### src/stereo_config.svh
`ifndef STEREO_CONFIG_SVH
`define STEREO_CONFIG_SVH

// region of interest seen by the blend path
`define STEREO_ROI_WIDTH    8
`define STEREO_ROI_HEIGHT   4

// packer fifo entries
`define STEREO_FIFO_DEPTH   16

// frame header, sent first byte first
`define STEREO_HEADER_BYTES 8
// B I V F R A M E
`define STEREO_MAGIC        64'h42_49_56_46_52_41_4D_45

// host command addresses for the blend coefficients
`define STEREO_ADDR_W_PLUS  16'h0010
`define STEREO_ADDR_W_MINUS 16'h0011
`define STEREO_ADDR_SHIFT   16'h0012
`define STEREO_ADDR_OFFSET  16'h0013

`endif
### src/stereo_pkg.sv
`default_nettype none

package stereo_pkg;

    //////////////////////////////////////////////////////////////////////
    // data path widths

    // one camera pixel, also one byte on the host link
    typedef logic [7:0] pixel_t;

    // row or column index inside the roi
    typedef logic [15:0] coord_t;

    //////////////////////////////////////////////////////////////////////
    // blend coefficients

    typedef logic [7:0] weight_t;
    typedef logic [3:0] shift_t;
    typedef logic signed [15:0] offset_t;

    //////////////////////////////////////////////////////////////////////
    // host commands

    typedef logic [15:0] cmd_addr_t;
    typedef logic [31:0] cmd_data_t;

    // output framing
    typedef enum logic {
        PACK_IDLE,
        PACK_HEADER
    } pack_state_t;

endpackage

`default_nettype wire

### src/pipeline_ifs.sv
`timescale 1ns/1ps
`default_nettype none

// registered camera pair with its roi position
interface pixel_pair_if;
    import stereo_pkg::*;

    logic   valid;
    coord_t row;
    coord_t col;
    pixel_t px_plus;
    pixel_t px_minus;

    modport source (output valid, row, col, px_plus, px_minus);
    modport sink   (input  valid, row, col, px_plus, px_minus);
endinterface

// one blended byte per strobe
interface depth_stream_if;
    import stereo_pkg::*;

    logic   valid;
    coord_t row;
    coord_t col;
    pixel_t depth;

    modport source (output valid, row, col, depth);
    modport sink   (input  valid, row, col, depth);
endinterface

// coefficient levels, held until the host rewrites them
interface blend_coeff_if;
    import stereo_pkg::*;

    weight_t w_plus;
    weight_t w_minus;
    shift_t  shift;
    offset_t offset;

    modport source (output w_plus, w_minus, shift, offset);
    modport sink   (input  w_plus, w_minus, shift, offset);
endinterface

`default_nettype wire

### src/stereo_preview_top.sv
`timescale 1ns/1ps
`default_nettype none

module stereo_preview_top (
    input  logic               core_clk,
    input  logic               sys_reset,

    // lockstep camera pair
    input  stereo_pkg::pixel_t cam_plus_d_i,
    input  stereo_pkg::pixel_t cam_minus_d_i,
    input  logic               cam_valid_i,
    input  logic               cam_sof_i,

    // host command bytes
    input  stereo_pkg::pixel_t cmd_byte_i,
    input  logic               cmd_valid_i,

    // framed byte stream to the host
    output stereo_pkg::pixel_t tx_byte_o,
    output logic               tx_valid_o,
    output logic               overflow_o
);

    pixel_pair_if   pix_bus ();
    depth_stream_if depth_bus ();
    blend_coeff_if  coeff_bus ();

    //////////////////////////////////////////////////////////////////////
    // input side and host commands

    pixel_input u_pixel_input (
        .core_clk      (core_clk),
        .sys_reset     (sys_reset),
        .cam_plus_d_i  (cam_plus_d_i),
        .cam_minus_d_i (cam_minus_d_i),
        .cam_valid_i   (cam_valid_i),
        .cam_sof_i     (cam_sof_i),
        .pix_o         (pix_bus)
    );

    command_decoder u_command_decoder (
        .core_clk    (core_clk),
        .sys_reset   (sys_reset),
        .cmd_byte_i  (cmd_byte_i),
        .cmd_valid_i (cmd_valid_i),
        .coeff_o     (coeff_bus)
    );

    //////////////////////////////////////////////////////////////////////
    // blend and output framing

    disparity_blend u_disparity_blend (
        .core_clk  (core_clk),
        .sys_reset (sys_reset),
        .pix_i     (pix_bus),
        .coeff_i   (coeff_bus),
        .depth_o   (depth_bus)
    );

    frame_packer u_frame_packer (
        .core_clk   (core_clk),
        .sys_reset  (sys_reset),
        .depth_i    (depth_bus),
        .tx_byte_o  (tx_byte_o),
        .tx_valid_o (tx_valid_o),
        .overflow_o (overflow_o)
    );

endmodule

`default_nettype wire

### src/frame_packer.sv
`timescale 1ns/1ps
`default_nettype none

`include "stereo_config.svh"

module frame_packer (
    input  logic               core_clk,
    input  logic               sys_reset,
    depth_stream_if.sink       depth_i,
    output stereo_pkg::pixel_t tx_byte_o,
    output logic               tx_valid_o,
    output logic               overflow_o
);
    import stereo_pkg::*;

    localparam int          DEPTH = `STEREO_FIFO_DEPTH;
    localparam int          PTR_W = $clog2(DEPTH);
    localparam int          HDR_W = $clog2(`STEREO_HEADER_BYTES);
    localparam logic [63:0] MAGIC = `STEREO_MAGIC;

    // entry is {frame start mark, byte}
    logic [8:0]       fifo_mem [DEPTH];
    logic [PTR_W-1:0] wr_ptr;
    logic [PTR_W-1:0] rd_ptr;
    logic [PTR_W:0]   fifo_count;
    logic             fifo_empty;
    logic             fifo_full;
    logic             fifo_push;
    logic             fifo_pop;
    logic             frame_start;
    logic             head_sof;
    pixel_t           head_byte;

    pack_state_t      state;
    logic [HDR_W-1:0] hdr_idx;
    logic             hdr_sent;
    logic             hdr_begin;
    pixel_t           hdr_byte;

    assign frame_start = (depth_i.row == '0) && (depth_i.col == '0);
    assign fifo_empty  = (fifo_count == '0);
    assign fifo_full   = (fifo_count == (PTR_W + 1)'(DEPTH));
    assign fifo_push   = depth_i.valid && !fifo_full;
    assign {head_sof, head_byte} = fifo_mem[rd_ptr];

    // a marked byte at the head waits until its header is out
    assign hdr_begin = (state == PACK_IDLE) && !fifo_empty && head_sof && !hdr_sent;
    assign fifo_pop  = (state == PACK_IDLE) && !fifo_empty && !hdr_begin;
    assign hdr_byte  = MAGIC[63 - 8 * hdr_idx -: 8];

    //////////////////////////////////////////////////////////////////////
    // pixel fifo

    always_ff @(posedge core_clk) begin
        if (fifo_push) begin
            fifo_mem[wr_ptr] <= {frame_start, depth_i.depth};
        end
    end

    always_ff @(posedge core_clk) begin
        if (sys_reset) begin
            wr_ptr     <= '0;
            rd_ptr     <= '0;
            fifo_count <= '0;
            overflow_o <= 1'b0;
        end else begin
            if (fifo_push) begin
                wr_ptr <= wr_ptr + 1'b1;
            end
            if (fifo_pop) begin
                rd_ptr <= rd_ptr + 1'b1;
            end
            case ({fifo_push, fifo_pop})
                2'b10:   fifo_count <= fifo_count + 1'b1;
                2'b01:   fifo_count <= fifo_count - 1'b1;
                default: fifo_count <= fifo_count;
            endcase
            // byte lost, flag holds until reset
            if (depth_i.valid && fifo_full) begin
                overflow_o <= 1'b1;
            end
        end
    end

    //////////////////////////////////////////////////////////////////////
    // header insertion

    always_ff @(posedge core_clk) begin
        if (sys_reset) begin
            state    <= PACK_IDLE;
            hdr_idx  <= '0;
            hdr_sent <= 1'b0;
        end else begin
            case (state)
                PACK_IDLE: begin
                    if (hdr_begin) begin
                        state   <= PACK_HEADER;
                        hdr_idx <= hdr_idx + 1'b1;
                    end
                end
                PACK_HEADER: begin
                    if (hdr_idx == HDR_W'(`STEREO_HEADER_BYTES - 1)) begin
                        state    <= PACK_IDLE;
                        hdr_idx  <= '0;
                        hdr_sent <= 1'b1;
                    end else begin
                        hdr_idx <= hdr_idx + 1'b1;
                    end
                end
                default: state <= PACK_IDLE;
            endcase
            if (fifo_pop) begin
                hdr_sent <= 1'b0;
            end
        end
    end

    // header byte zero goes out in the same cycle the marked byte shows up
    always_comb begin
        tx_valid_o = 1'b0;
        tx_byte_o  = head_byte;
        if (state == PACK_HEADER || hdr_begin) begin
            tx_valid_o = 1'b1;
            tx_byte_o  = hdr_byte;
        end else if (fifo_pop) begin
            tx_valid_o = 1'b1;
        end
    end

    // pointers meet only when the fifo is empty or full
    a_no_pop_empty: assert property (@(posedge core_clk) disable iff (sys_reset)
        fifo_pop |-> (wr_ptr != rd_ptr) || fifo_full)
        else $error("fifo popped while empty");

    a_overflow_sticky: assert property (@(posedge core_clk) disable iff (sys_reset)
        overflow_o |=> overflow_o)
        else $error("overflow flag fell without reset");

endmodule

`default_nettype wire

### src/disparity_blend.sv
`timescale 1ns/1ps
`default_nettype none

module disparity_blend (
    input  logic           core_clk,
    input  logic           sys_reset,
    pixel_pair_if.sink     pix_i,
    blend_coeff_if.sink    coeff_i,
    depth_stream_if.source depth_o
);
    import stereo_pkg::*;

    logic [15:0] prod_plus;
    logic [15:0] prod_minus;

    // stage one registers
    logic               valid_q;
    logic signed [17:0] diff_q;
    coord_t             row_q;
    coord_t             col_q;

    logic signed [17:0] shifted;
    logic signed [18:0] biased;
    pixel_t             depth_next;

    //////////////////////////////////////////////////////////////////////
    // stage one, weighted difference

    always_comb begin
        prod_plus  = pix_i.px_plus * coeff_i.w_plus;
        prod_minus = pix_i.px_minus * coeff_i.w_minus;
    end

    always_ff @(posedge core_clk) begin
        if (sys_reset) begin
            valid_q <= 1'b0;
        end else begin
            valid_q <= pix_i.valid;
        end
    end

    always_ff @(posedge core_clk) begin
        diff_q <= $signed({2'b00, prod_plus}) - $signed({2'b00, prod_minus});
        row_q  <= pix_i.row;
        col_q  <= pix_i.col;
    end

    //////////////////////////////////////////////////////////////////////
    // stage two, shift, offset and clamp

    always_comb begin
        shifted = diff_q >>> coeff_i.shift;
        biased  = {shifted[17], shifted} + {{3{coeff_i.offset[15]}}, coeff_i.offset};

        if (biased < 0) begin
            depth_next = '0;
        end else if (biased > 19'sd255) begin
            depth_next = 8'hFF;
        end else begin
            depth_next = biased[7:0];
        end
    end

    always_ff @(posedge core_clk) begin
        if (sys_reset) begin
            depth_o.valid <= 1'b0;
        end else begin
            depth_o.valid <= valid_q;
        end
    end

    always_ff @(posedge core_clk) begin
        depth_o.depth <= depth_next;
        depth_o.row   <= row_q;
        depth_o.col   <= col_q;
    end

endmodule

`default_nettype wire

### src/command_decoder.sv
`timescale 1ns/1ps
`default_nettype none

`include "stereo_config.svh"

module command_decoder (
    input  logic               core_clk,
    input  logic               sys_reset,
    input  stereo_pkg::pixel_t cmd_byte_i,
    input  logic               cmd_valid_i,
    blend_coeff_if.source      coeff_o
);
    import stereo_pkg::*;

    localparam logic [2:0] LAST_BYTE = 3'd5;

    logic [2:0]  byte_cnt;
    // first five bytes of a command, oldest in the top byte
    logic [39:0] byte_shift;

    cmd_addr_t cmd_addr;
    cmd_data_t cmd_data;
    logic      cmd_done;

    // sixth byte completes the word straight from the input
    assign {cmd_addr, cmd_data} = {byte_shift, cmd_byte_i};
    assign cmd_done = cmd_valid_i && (byte_cnt == LAST_BYTE);

    //////////////////////////////////////////////////////////////////////
    // byte collection

    always_ff @(posedge core_clk) begin
        if (sys_reset) begin
            byte_cnt <= '0;
        end else if (cmd_valid_i) begin
            byte_cnt <= (byte_cnt == LAST_BYTE) ? '0 : byte_cnt + 1'b1;
        end
    end

    always_ff @(posedge core_clk) begin
        if (cmd_valid_i) begin
            byte_shift <= {byte_shift[31:0], cmd_byte_i};
        end
    end

    //////////////////////////////////////////////////////////////////////
    // coefficient registers

    // defaults pass the plus pixel straight through
    always_ff @(posedge core_clk) begin
        if (sys_reset) begin
            coeff_o.w_plus  <= weight_t'(1);
            coeff_o.w_minus <= '0;
            coeff_o.shift   <= '0;
            coeff_o.offset  <= '0;
        end else if (cmd_done) begin
            case (cmd_addr)
                `STEREO_ADDR_W_PLUS:  coeff_o.w_plus  <= cmd_data[7:0];
                `STEREO_ADDR_W_MINUS: coeff_o.w_minus <= cmd_data[7:0];
                `STEREO_ADDR_SHIFT:   coeff_o.shift   <= cmd_data[3:0];
                `STEREO_ADDR_OFFSET:  coeff_o.offset  <= cmd_data[15:0];
                // unknown address, nothing changes
                default: ;
            endcase
        end
    end

    a_byte_cnt_range: assert property (@(posedge core_clk) disable iff (sys_reset)
        byte_cnt < 3'd6)
        else $error("command byte counter out of range");

endmodule

`default_nettype wire

### src/pixel_input.sv
`timescale 1ns/1ps
`default_nettype none

`include "stereo_config.svh"

module pixel_input (
    input  logic               core_clk,
    input  logic               sys_reset,
    input  stereo_pkg::pixel_t cam_plus_d_i,
    input  stereo_pkg::pixel_t cam_minus_d_i,
    input  logic               cam_valid_i,
    input  logic               cam_sof_i,
    pixel_pair_if.source       pix_o
);
    import stereo_pkg::*;

    localparam coord_t LAST_COL = coord_t'(`STEREO_ROI_WIDTH - 1);
    localparam coord_t LAST_ROW = coord_t'(`STEREO_ROI_HEIGHT - 1);

    // position of the next expected pixel
    coord_t col_cnt;
    coord_t row_cnt;

    // position of the pixel on the input this cycle
    coord_t cur_col;
    coord_t cur_row;
    coord_t next_col;
    coord_t next_row;

    //////////////////////////////////////////////////////////////////////
    // roi position tracking

    always_comb begin
        // sof restarts the frame wherever the counters are
        cur_col = cam_sof_i ? '0 : col_cnt;
        cur_row = cam_sof_i ? '0 : row_cnt;

        if (cur_col == LAST_COL) begin
            next_col = '0;
            next_row = (cur_row == LAST_ROW) ? '0 : cur_row + 1'b1;
        end else begin
            next_col = cur_col + 1'b1;
            next_row = cur_row;
        end
    end

    always_ff @(posedge core_clk) begin
        if (sys_reset) begin
            col_cnt     <= '0;
            row_cnt     <= '0;
            pix_o.valid <= 1'b0;
        end else begin
            pix_o.valid <= cam_valid_i;
            if (cam_valid_i) begin
                col_cnt <= next_col;
                row_cnt <= next_row;
            end
        end
    end

    // pixel pair and coordinates, one cycle behind the camera
    always_ff @(posedge core_clk) begin
        if (cam_valid_i) begin
            pix_o.px_plus  <= cam_plus_d_i;
            pix_o.px_minus <= cam_minus_d_i;
            pix_o.row      <= cur_row;
            pix_o.col      <= cur_col;
        end
    end

    // every pixel leaving this stage lies inside the roi width
    a_col_in_roi: assert property (@(posedge core_clk) disable iff (sys_reset)
        pix_o.valid |-> pix_o.col < coord_t'(`STEREO_ROI_WIDTH))
        else $error("pixel column outside roi");

endmodule

`default_nettype wire

### config.mk
export PLATFORM = sky130hd
export DESIGN_NAME = stereo_preview_top
export DESIGN_NICKNAME = d
export VERILOG_FILES = /design/src/stereo_pkg.sv /design/src/pipeline_ifs.sv /design/src/stereo_preview_top.sv /design/src/frame_packer.sv /design/src/disparity_blend.sv /design/src/command_decoder.sv /design/src/pixel_input.sv
export VERILOG_INCLUDE_DIRS = /design/src
export SDC_FILE = /design/constraint.sdc
export NUM_CORES = 1
export LEC_CHECK = 0
export ABC_CLOCK_PERIOD_IN_PS = 13400
export BUFFER_PORTS_ARGS = -buffer_cell sky130_fd_sc_hd__buf_2
export CORE_ASPECT_RATIO = 0.7
export CORE_UTILIZATION = 45
export DETAILED_ROUTE_END_ITERATION = 8
export GPL_TIMING_DRIVEN = 0
export SKIP_LAST_GASP = 1
export SLEW_MARGIN = 0
export SYNTH_ARGS = -nofsm -noshare
export SYNTH_HDL_FRONTEND = slang
export SYNTH_SLANG_ARGS = --single-unit
### constraint.sdc
create_clock -name core_clk -period 13.4 [get_ports core_clk]
set_input_delay 0.67 -clock core_clk [delete_from_list [all_inputs] [get_ports core_clk]]
set_output_delay 0.67 -clock core_clk [all_outputs]
set_load 0.02 [all_outputs]
---- Yosys cells after proc, flatten, opt, wreduce, memory -nomap -nowiden ----
Memory sizes are Yosys's and may differ from the RTL's. A register that Yosys moved wholly into a read port is not among the register bits.
Index checks and enable logic that the tools add are counted.
W data, S select, Z words.
storage, ports and cells
  bits in registers ....................... 271
  RAM bits ................................ 144
  input bits .............................. 29
  output and inout port bits .............. 10
  word-level logic and storage cells ...... 103
  memories ................................ 1
memory list
  memory                   words  bits a word  read ports  clocked after Yosys merged registers in  wr ports  RTL line            RTL
  u_frame_packer.fifo_mem  16     9            1           1                                        1         frame_packer.sv:22  logic [8:0] fifo_mem [DEPTH];
operators by class
  add/subtract/negate cells ............... 11
  $mul .................................... 2
  order comparisons ....................... 2
  equal/unequal tests ..................... 12
  shifts and indexed selects .............. 2
  mux-type cells .......................... 21
  bitwise logic cells ..................... 1
  reductions and logical operators ........ 23
operator list
  cell                        number
  $mux W16                    5
  $shiftx A71 B33 Y8 const A  1
  $eq A16 B5 Y1 const B       4
  $add A16 B1 Y16 const B     2
  $logic_not A16 Y1           2
  $mul A8 B8 Y16              2
  $add A18 B16 Y19            1
  $gt A19 B9 Y1 const B       1
  $lt A19 B1 Y1 const B       1
  $sshr A18 B4 Y18            1
  $sub A16 B16 Y17            1
  $eq A16 B2 Y1 const B       1
  $eq A16 B3 Y1 const B       1
  $mux W8                     2
  $pmux W5 S2                 1
  $reduce_and A2 Y1           5
  $mux W3                     3
  $add A4 B1 Y4 const B       2
  $logic_and A1 B1 Y1         8
  $mux W4                     2
  $sub A6 B6 Y7 const A       1
  $add A3 B1 Y3 const B       2
  $eq A3 B3 Y1 const B        2
  $mux W1                     6
  other kinds (14)            17

---- Logic depth before layout (Yosys ltp) ----
  word-level depth ........................ 9
  depth in mapped cells ................... 21
  mapped depth without buffers ............ 20

---- Modules after synthesis ----
A second synthesis with hierarchy kept.
unflattened totals
  cells, all modules ...................... 1756
  area total of the unflattened synthesis .. 21244.1 um^2
by module, submodules not included
  module           times used  cells an instance  area an instance (um^2)  seq. area each (um^2)
  disparity_blend  1           811                7868.8                   1821.7
  frame_packer     1           392                6954.2                   4784.6
  pixel_input      1           325                3502.1                   2102.0
  command_decoder  1           228                2919.0                   1981.9

---- Least setup slack after synthesis ----
No wires, ideal clock.
  path type ............................... register to register
  start ................................... reg u_pixel_input.pix_o.px_plus[4]
  end ..................................... reg u_disparity_blend.diff_q[15]
  library setup time ...................... 0.062 ns
  arrival ................................. 5.166 ns
  required time ........................... 13.338 ns
  path slack .............................. 8.173 ns
  stages on the path, launching flop included .. 18
  buffers on the path ..................... 0
  clock period less this slack ............ 5.227 ns
  path through ............................ edfxtp_1 -> and2_1 -> fa_1 -> inv_1 -> fa_1 -> inv_1 -> fa_1 -> fa_1 -> fa_1 -> inv_1 -> fa_1 -> inv_1 -> ha_1 -> and3_1 -> a31oi_1 -> a21oi_1 -> or4_1 -> nand3_1
between the ends
  longest elaborated chain between the ends .. 2
RTL lines
  item                    RTL line               RTL
  start, declared         pipeline_ifs.sv:14     modport source (output valid, row, col, px_plus, px_minus);
  start signal, assigned  pixel_input.sv:64      pix_o.px_plus <= cam_plus_d_i;
  $mul A8 B8 Y16          disparity_blend.sv:30  prod_plus = pix_i.px_plus * coeff_i.w_plus;
  $sub A16 B16 Y17        disparity_blend.sv:43  diff_q <= $signed({2'b00, prod_plus}) - $signed({2'b00, prod_minus});
  end signal, assigned    disparity_blend.sv:43
  end, declared           disparity_blend.sv:18  logic signed [17:0] diff_q;
No other way between the ends.
A chain may end at the register's enable or synchronous reset.

---- Worst setup path after layout ----
  start ................................... reg u_command_decoder.coeff_o.w_plus[7]
  end ..................................... reg u_disparity_blend.diff_q[15]
between the ends
  longest elaborated chain between the ends .. 2
RTL lines
  item                    RTL line               RTL
  start, declared         pipeline_ifs.sv:40     modport source (output w_plus, w_minus, shift, offset);
  start signal, assigned  command_decoder.sv:52  coeff_o.w_plus <= weight_t'(1);
  start signal, assigned  command_decoder.sv:58  `STEREO_ADDR_W_PLUS: coeff_o.w_plus <= cmd_data[7:0];
  $mul A8 B8 Y16          disparity_blend.sv:30
  $sub A16 B16 Y17        disparity_blend.sv:43
No other way between the ends.

==> impl_metrics.toml <==
[power]
p_int_uw = 2250
power.share.sequential = 0.477
p_switching_uw = 816
netSwitchingFraction = 0.266
power_density_nw_per_um2 = 132
ir_drop_mv = 0.0763
power_leakage_uw = 0.00896
clkPwrFrac = 0.370
combPwrFrac = 0.153

[global_routing]
globalRouteTotalUtil = 0.201
grt_first_pass_wirelength_mm = 74.7
grt_start_max_net_pins = 54
antenna_found_initial = 2
grt_overflow = 0
grt_pass1_vias = 13200

[final_layout]
layout_common_cells = "edfxtp_1, dfxtp_1, inv_1"
largest_reg_flops = 144
fin_nets = 2042
final_common_cell = "edfxtp_1"
fin_cells = 2447
largest_registers = "u_frame_packer.fifo_mem: 144 flops, u_command_decoder.byte_shift: 40 flops, u_disparity_blend.diff_q: 17 flops"
antenna_cells = 0
nFillCells = 4014
syn2layout_area_growth_pct = 11.0
layout-drive-gt1-share = 0.102
regMostFlops = "u_frame_packer.fifo_mem"

[synthesis]
synthDistinctLibCells = 72
synth-edff-count = 232
syn-instance-count = 1731
synth_seq_area_share = 0.510
synth.top_cell.area_share = 0.332
synth_largest_area_cell = "edfxtp_1"
synth_flop_cell = "edfxtp_1"
synth_area_per_cell_um2 = 12.1
yosys_warnings = 0
ys_async_sr_fraction = 0
syn_area_um2 = 21000
ys_seq_elements = 418
syn_nets = 1961
synth.area.top_cells = "edfxtp_1, dfxtp_1, fa_1"

[drt]
ant_nets = 0
vias_per_cell = 5.43
vias = 13300
drt_iter0_markers = 1203
routed_wl_mm = 45.8
first_pass_iters = 7
wl_per_cell_um = 18.7
drc = 0

[cts]
clk_pin_slew_ns = 0.06
clockRootBuffer = "clkbuf_16"
cts.sinks = 418
htreeDepth = 2
postCtsSetupBuffers = 0
tritoncts = "yes"
ctsResizeCount = 0
clock_latency_ns = 0.54
cts_buffer_depth = 3
holdBufCountCts = 0
cts_buffers = 40

[hold_path]
whs_path_depth = 1
worstHoldPathType = "in2reg"

[sta]
hold_viol = 0
fin_ws_ns = 7.57
fin_tns_setup_ns = 0
rsz0062_at_grt = "false"
min_period_over_period = 0.435
period_needed_ns = 5.83
max_freq_mhz = 171
clock-skew-final_ns = 0.0257
tightest_slew_ns = 1.31
hold_ws_ns = 0.299
slew_viol_final = 0
slew_headroom = 0.125
final-setup-viol-count = 0

[floorplan]
fp.dieW_um = 260
rows = 65
die_area_um2 = 47500
die_h_um = 183
core_area_um2 = 45500
ios = 39
start_util = 0.461

[placement]
dp_cells = 2373
hpwl_mm = 33.7
pre_cts_ws_ns = 7.55
place_congestion = 0.883
io_buffers = 37

[worst_setup_path]
end_kind = "flip-flop"
cp_max_fo = 9
required_ns = 13.87
rrSetupSlack_ns = 7.57
worstSetupPathType = "reg2reg"
reg2reg_depth = 18
worst_setup_path_start_kind = "flip-flop"
worstPathArrival_ns = 6.31

[run_status]
status = "finished clean"

[run]
maxCapViolations = 0
## path summary, 6_finish.rpt
check | startpoint | endpoint
worst max-delay path | u_command_decoder.coeff_o.w_plus[7]$_SDFFE_PP0P_ | u_disparity_blend.diff_q[15]$_DFF_P_
worst min register to register | u_disparity_blend.col_q[15]$_DFF_P_ | u_disparity_blend.depth_o.col[15]$_DFF_P_
worst min-delay path | cam_minus_d_i[3] | u_pixel_input.pix_o.px_minus[3]$_DFFE_PP_
worst max register to register | u_command_decoder.coeff_o.w_plus[7]$_SDFFE_PP0P_ | u_disparity_blend.diff_q[15]$_DFF_P_
## routing by layer
metal  routed length [µm]  global-route usage
met5                    0                   0
met4                  439              0.0274
met3                 3130              0.0363
met2                18600               0.276
met1                23500               0.331
## through the flow
| step | util | total power [µW] | instance area, µm² |
|---|---|---|---|
| finish | 0.511 | 3070 | 23300 |
| global route | 0.511 | 3210 | 23300 |
| CTS | 0.511 | 3100 | 23300 |
| detailed placement | 0.482 | 1960 | 22000 |
| global placement | 0.481 | 1950 | 21900 |
| floorplan | - | 1820 | 21000 |
## cell usage after synthesis, types with 42 or more instances
cell	number
nand2_1	124
mux2i_1	49
nor2_1	146
edfxtp_1	232
inv_1	179
mux4_2	56
clkbuf_1	46
dfxtp_1	186
fa_1	101
nor2b_1	42
a21oi_1	58
ha_1	100
and2_1	75
## cell families after synthesis
kind of cell	after synthesis	synth area share
AO/OA/AOI/OAI	199	0.0622
XOR/XNOR	38	0.0159
adder cells (fa/ha/maj)	201	0.156
buffers and inverters	239	0.0432
flip-flops	418	0.510
multiplexers	109	0.0856
AND/OR/NAND/NOR	527	0.128
## power groups by stage
stage | Sequential [µW] | Combinational [µW] | Clock, µW
global placement | 1490 | 465 | 0
global route | 1470 | 524 | 1220
finish | 1460 | 470 | 1140
detailed placement | 1490 | 472 | 0
CTS | 1460 | 473 | 1160
floorplan | 1470 | 347 | 0
## cell type report
class | count | area [µm²] | area share
inverter | 180 | 676 | 0.0290
tap | 603 | 754 | 0.0324
buffer | 59 | 230 | 0.00988
multi-input combinational | 1074 | 9410 | 0.404
sequential | 418 | 10700 | 0.459
clock buffer | 59 | 1180 | 0.0509
clock inverter | 15 | 145 | 0.00623
timing repair buffer | 39 | 208 | 0.00892
## critical path, cell delays in order (launching register included)
cell and delay, ns:
dfxtp_1 0.31, clkbuf_1 0.37, nand2_1 0.17, fa_1 0.56, inv_1 0.05, fa_1 0.48
fa_1 0.57, fa_1 0.58, fa_1 0.57, inv_1 0.06, fa_1 0.53, inv_1 0.04
ha_1 0.26, nor3_1 0.17, o21ai_0 0.16, a31oi_1 0.23, a21oi_1 0.15, or4_1 0.41
nand3_1 0.12
(Power assumes the default switching activity.)
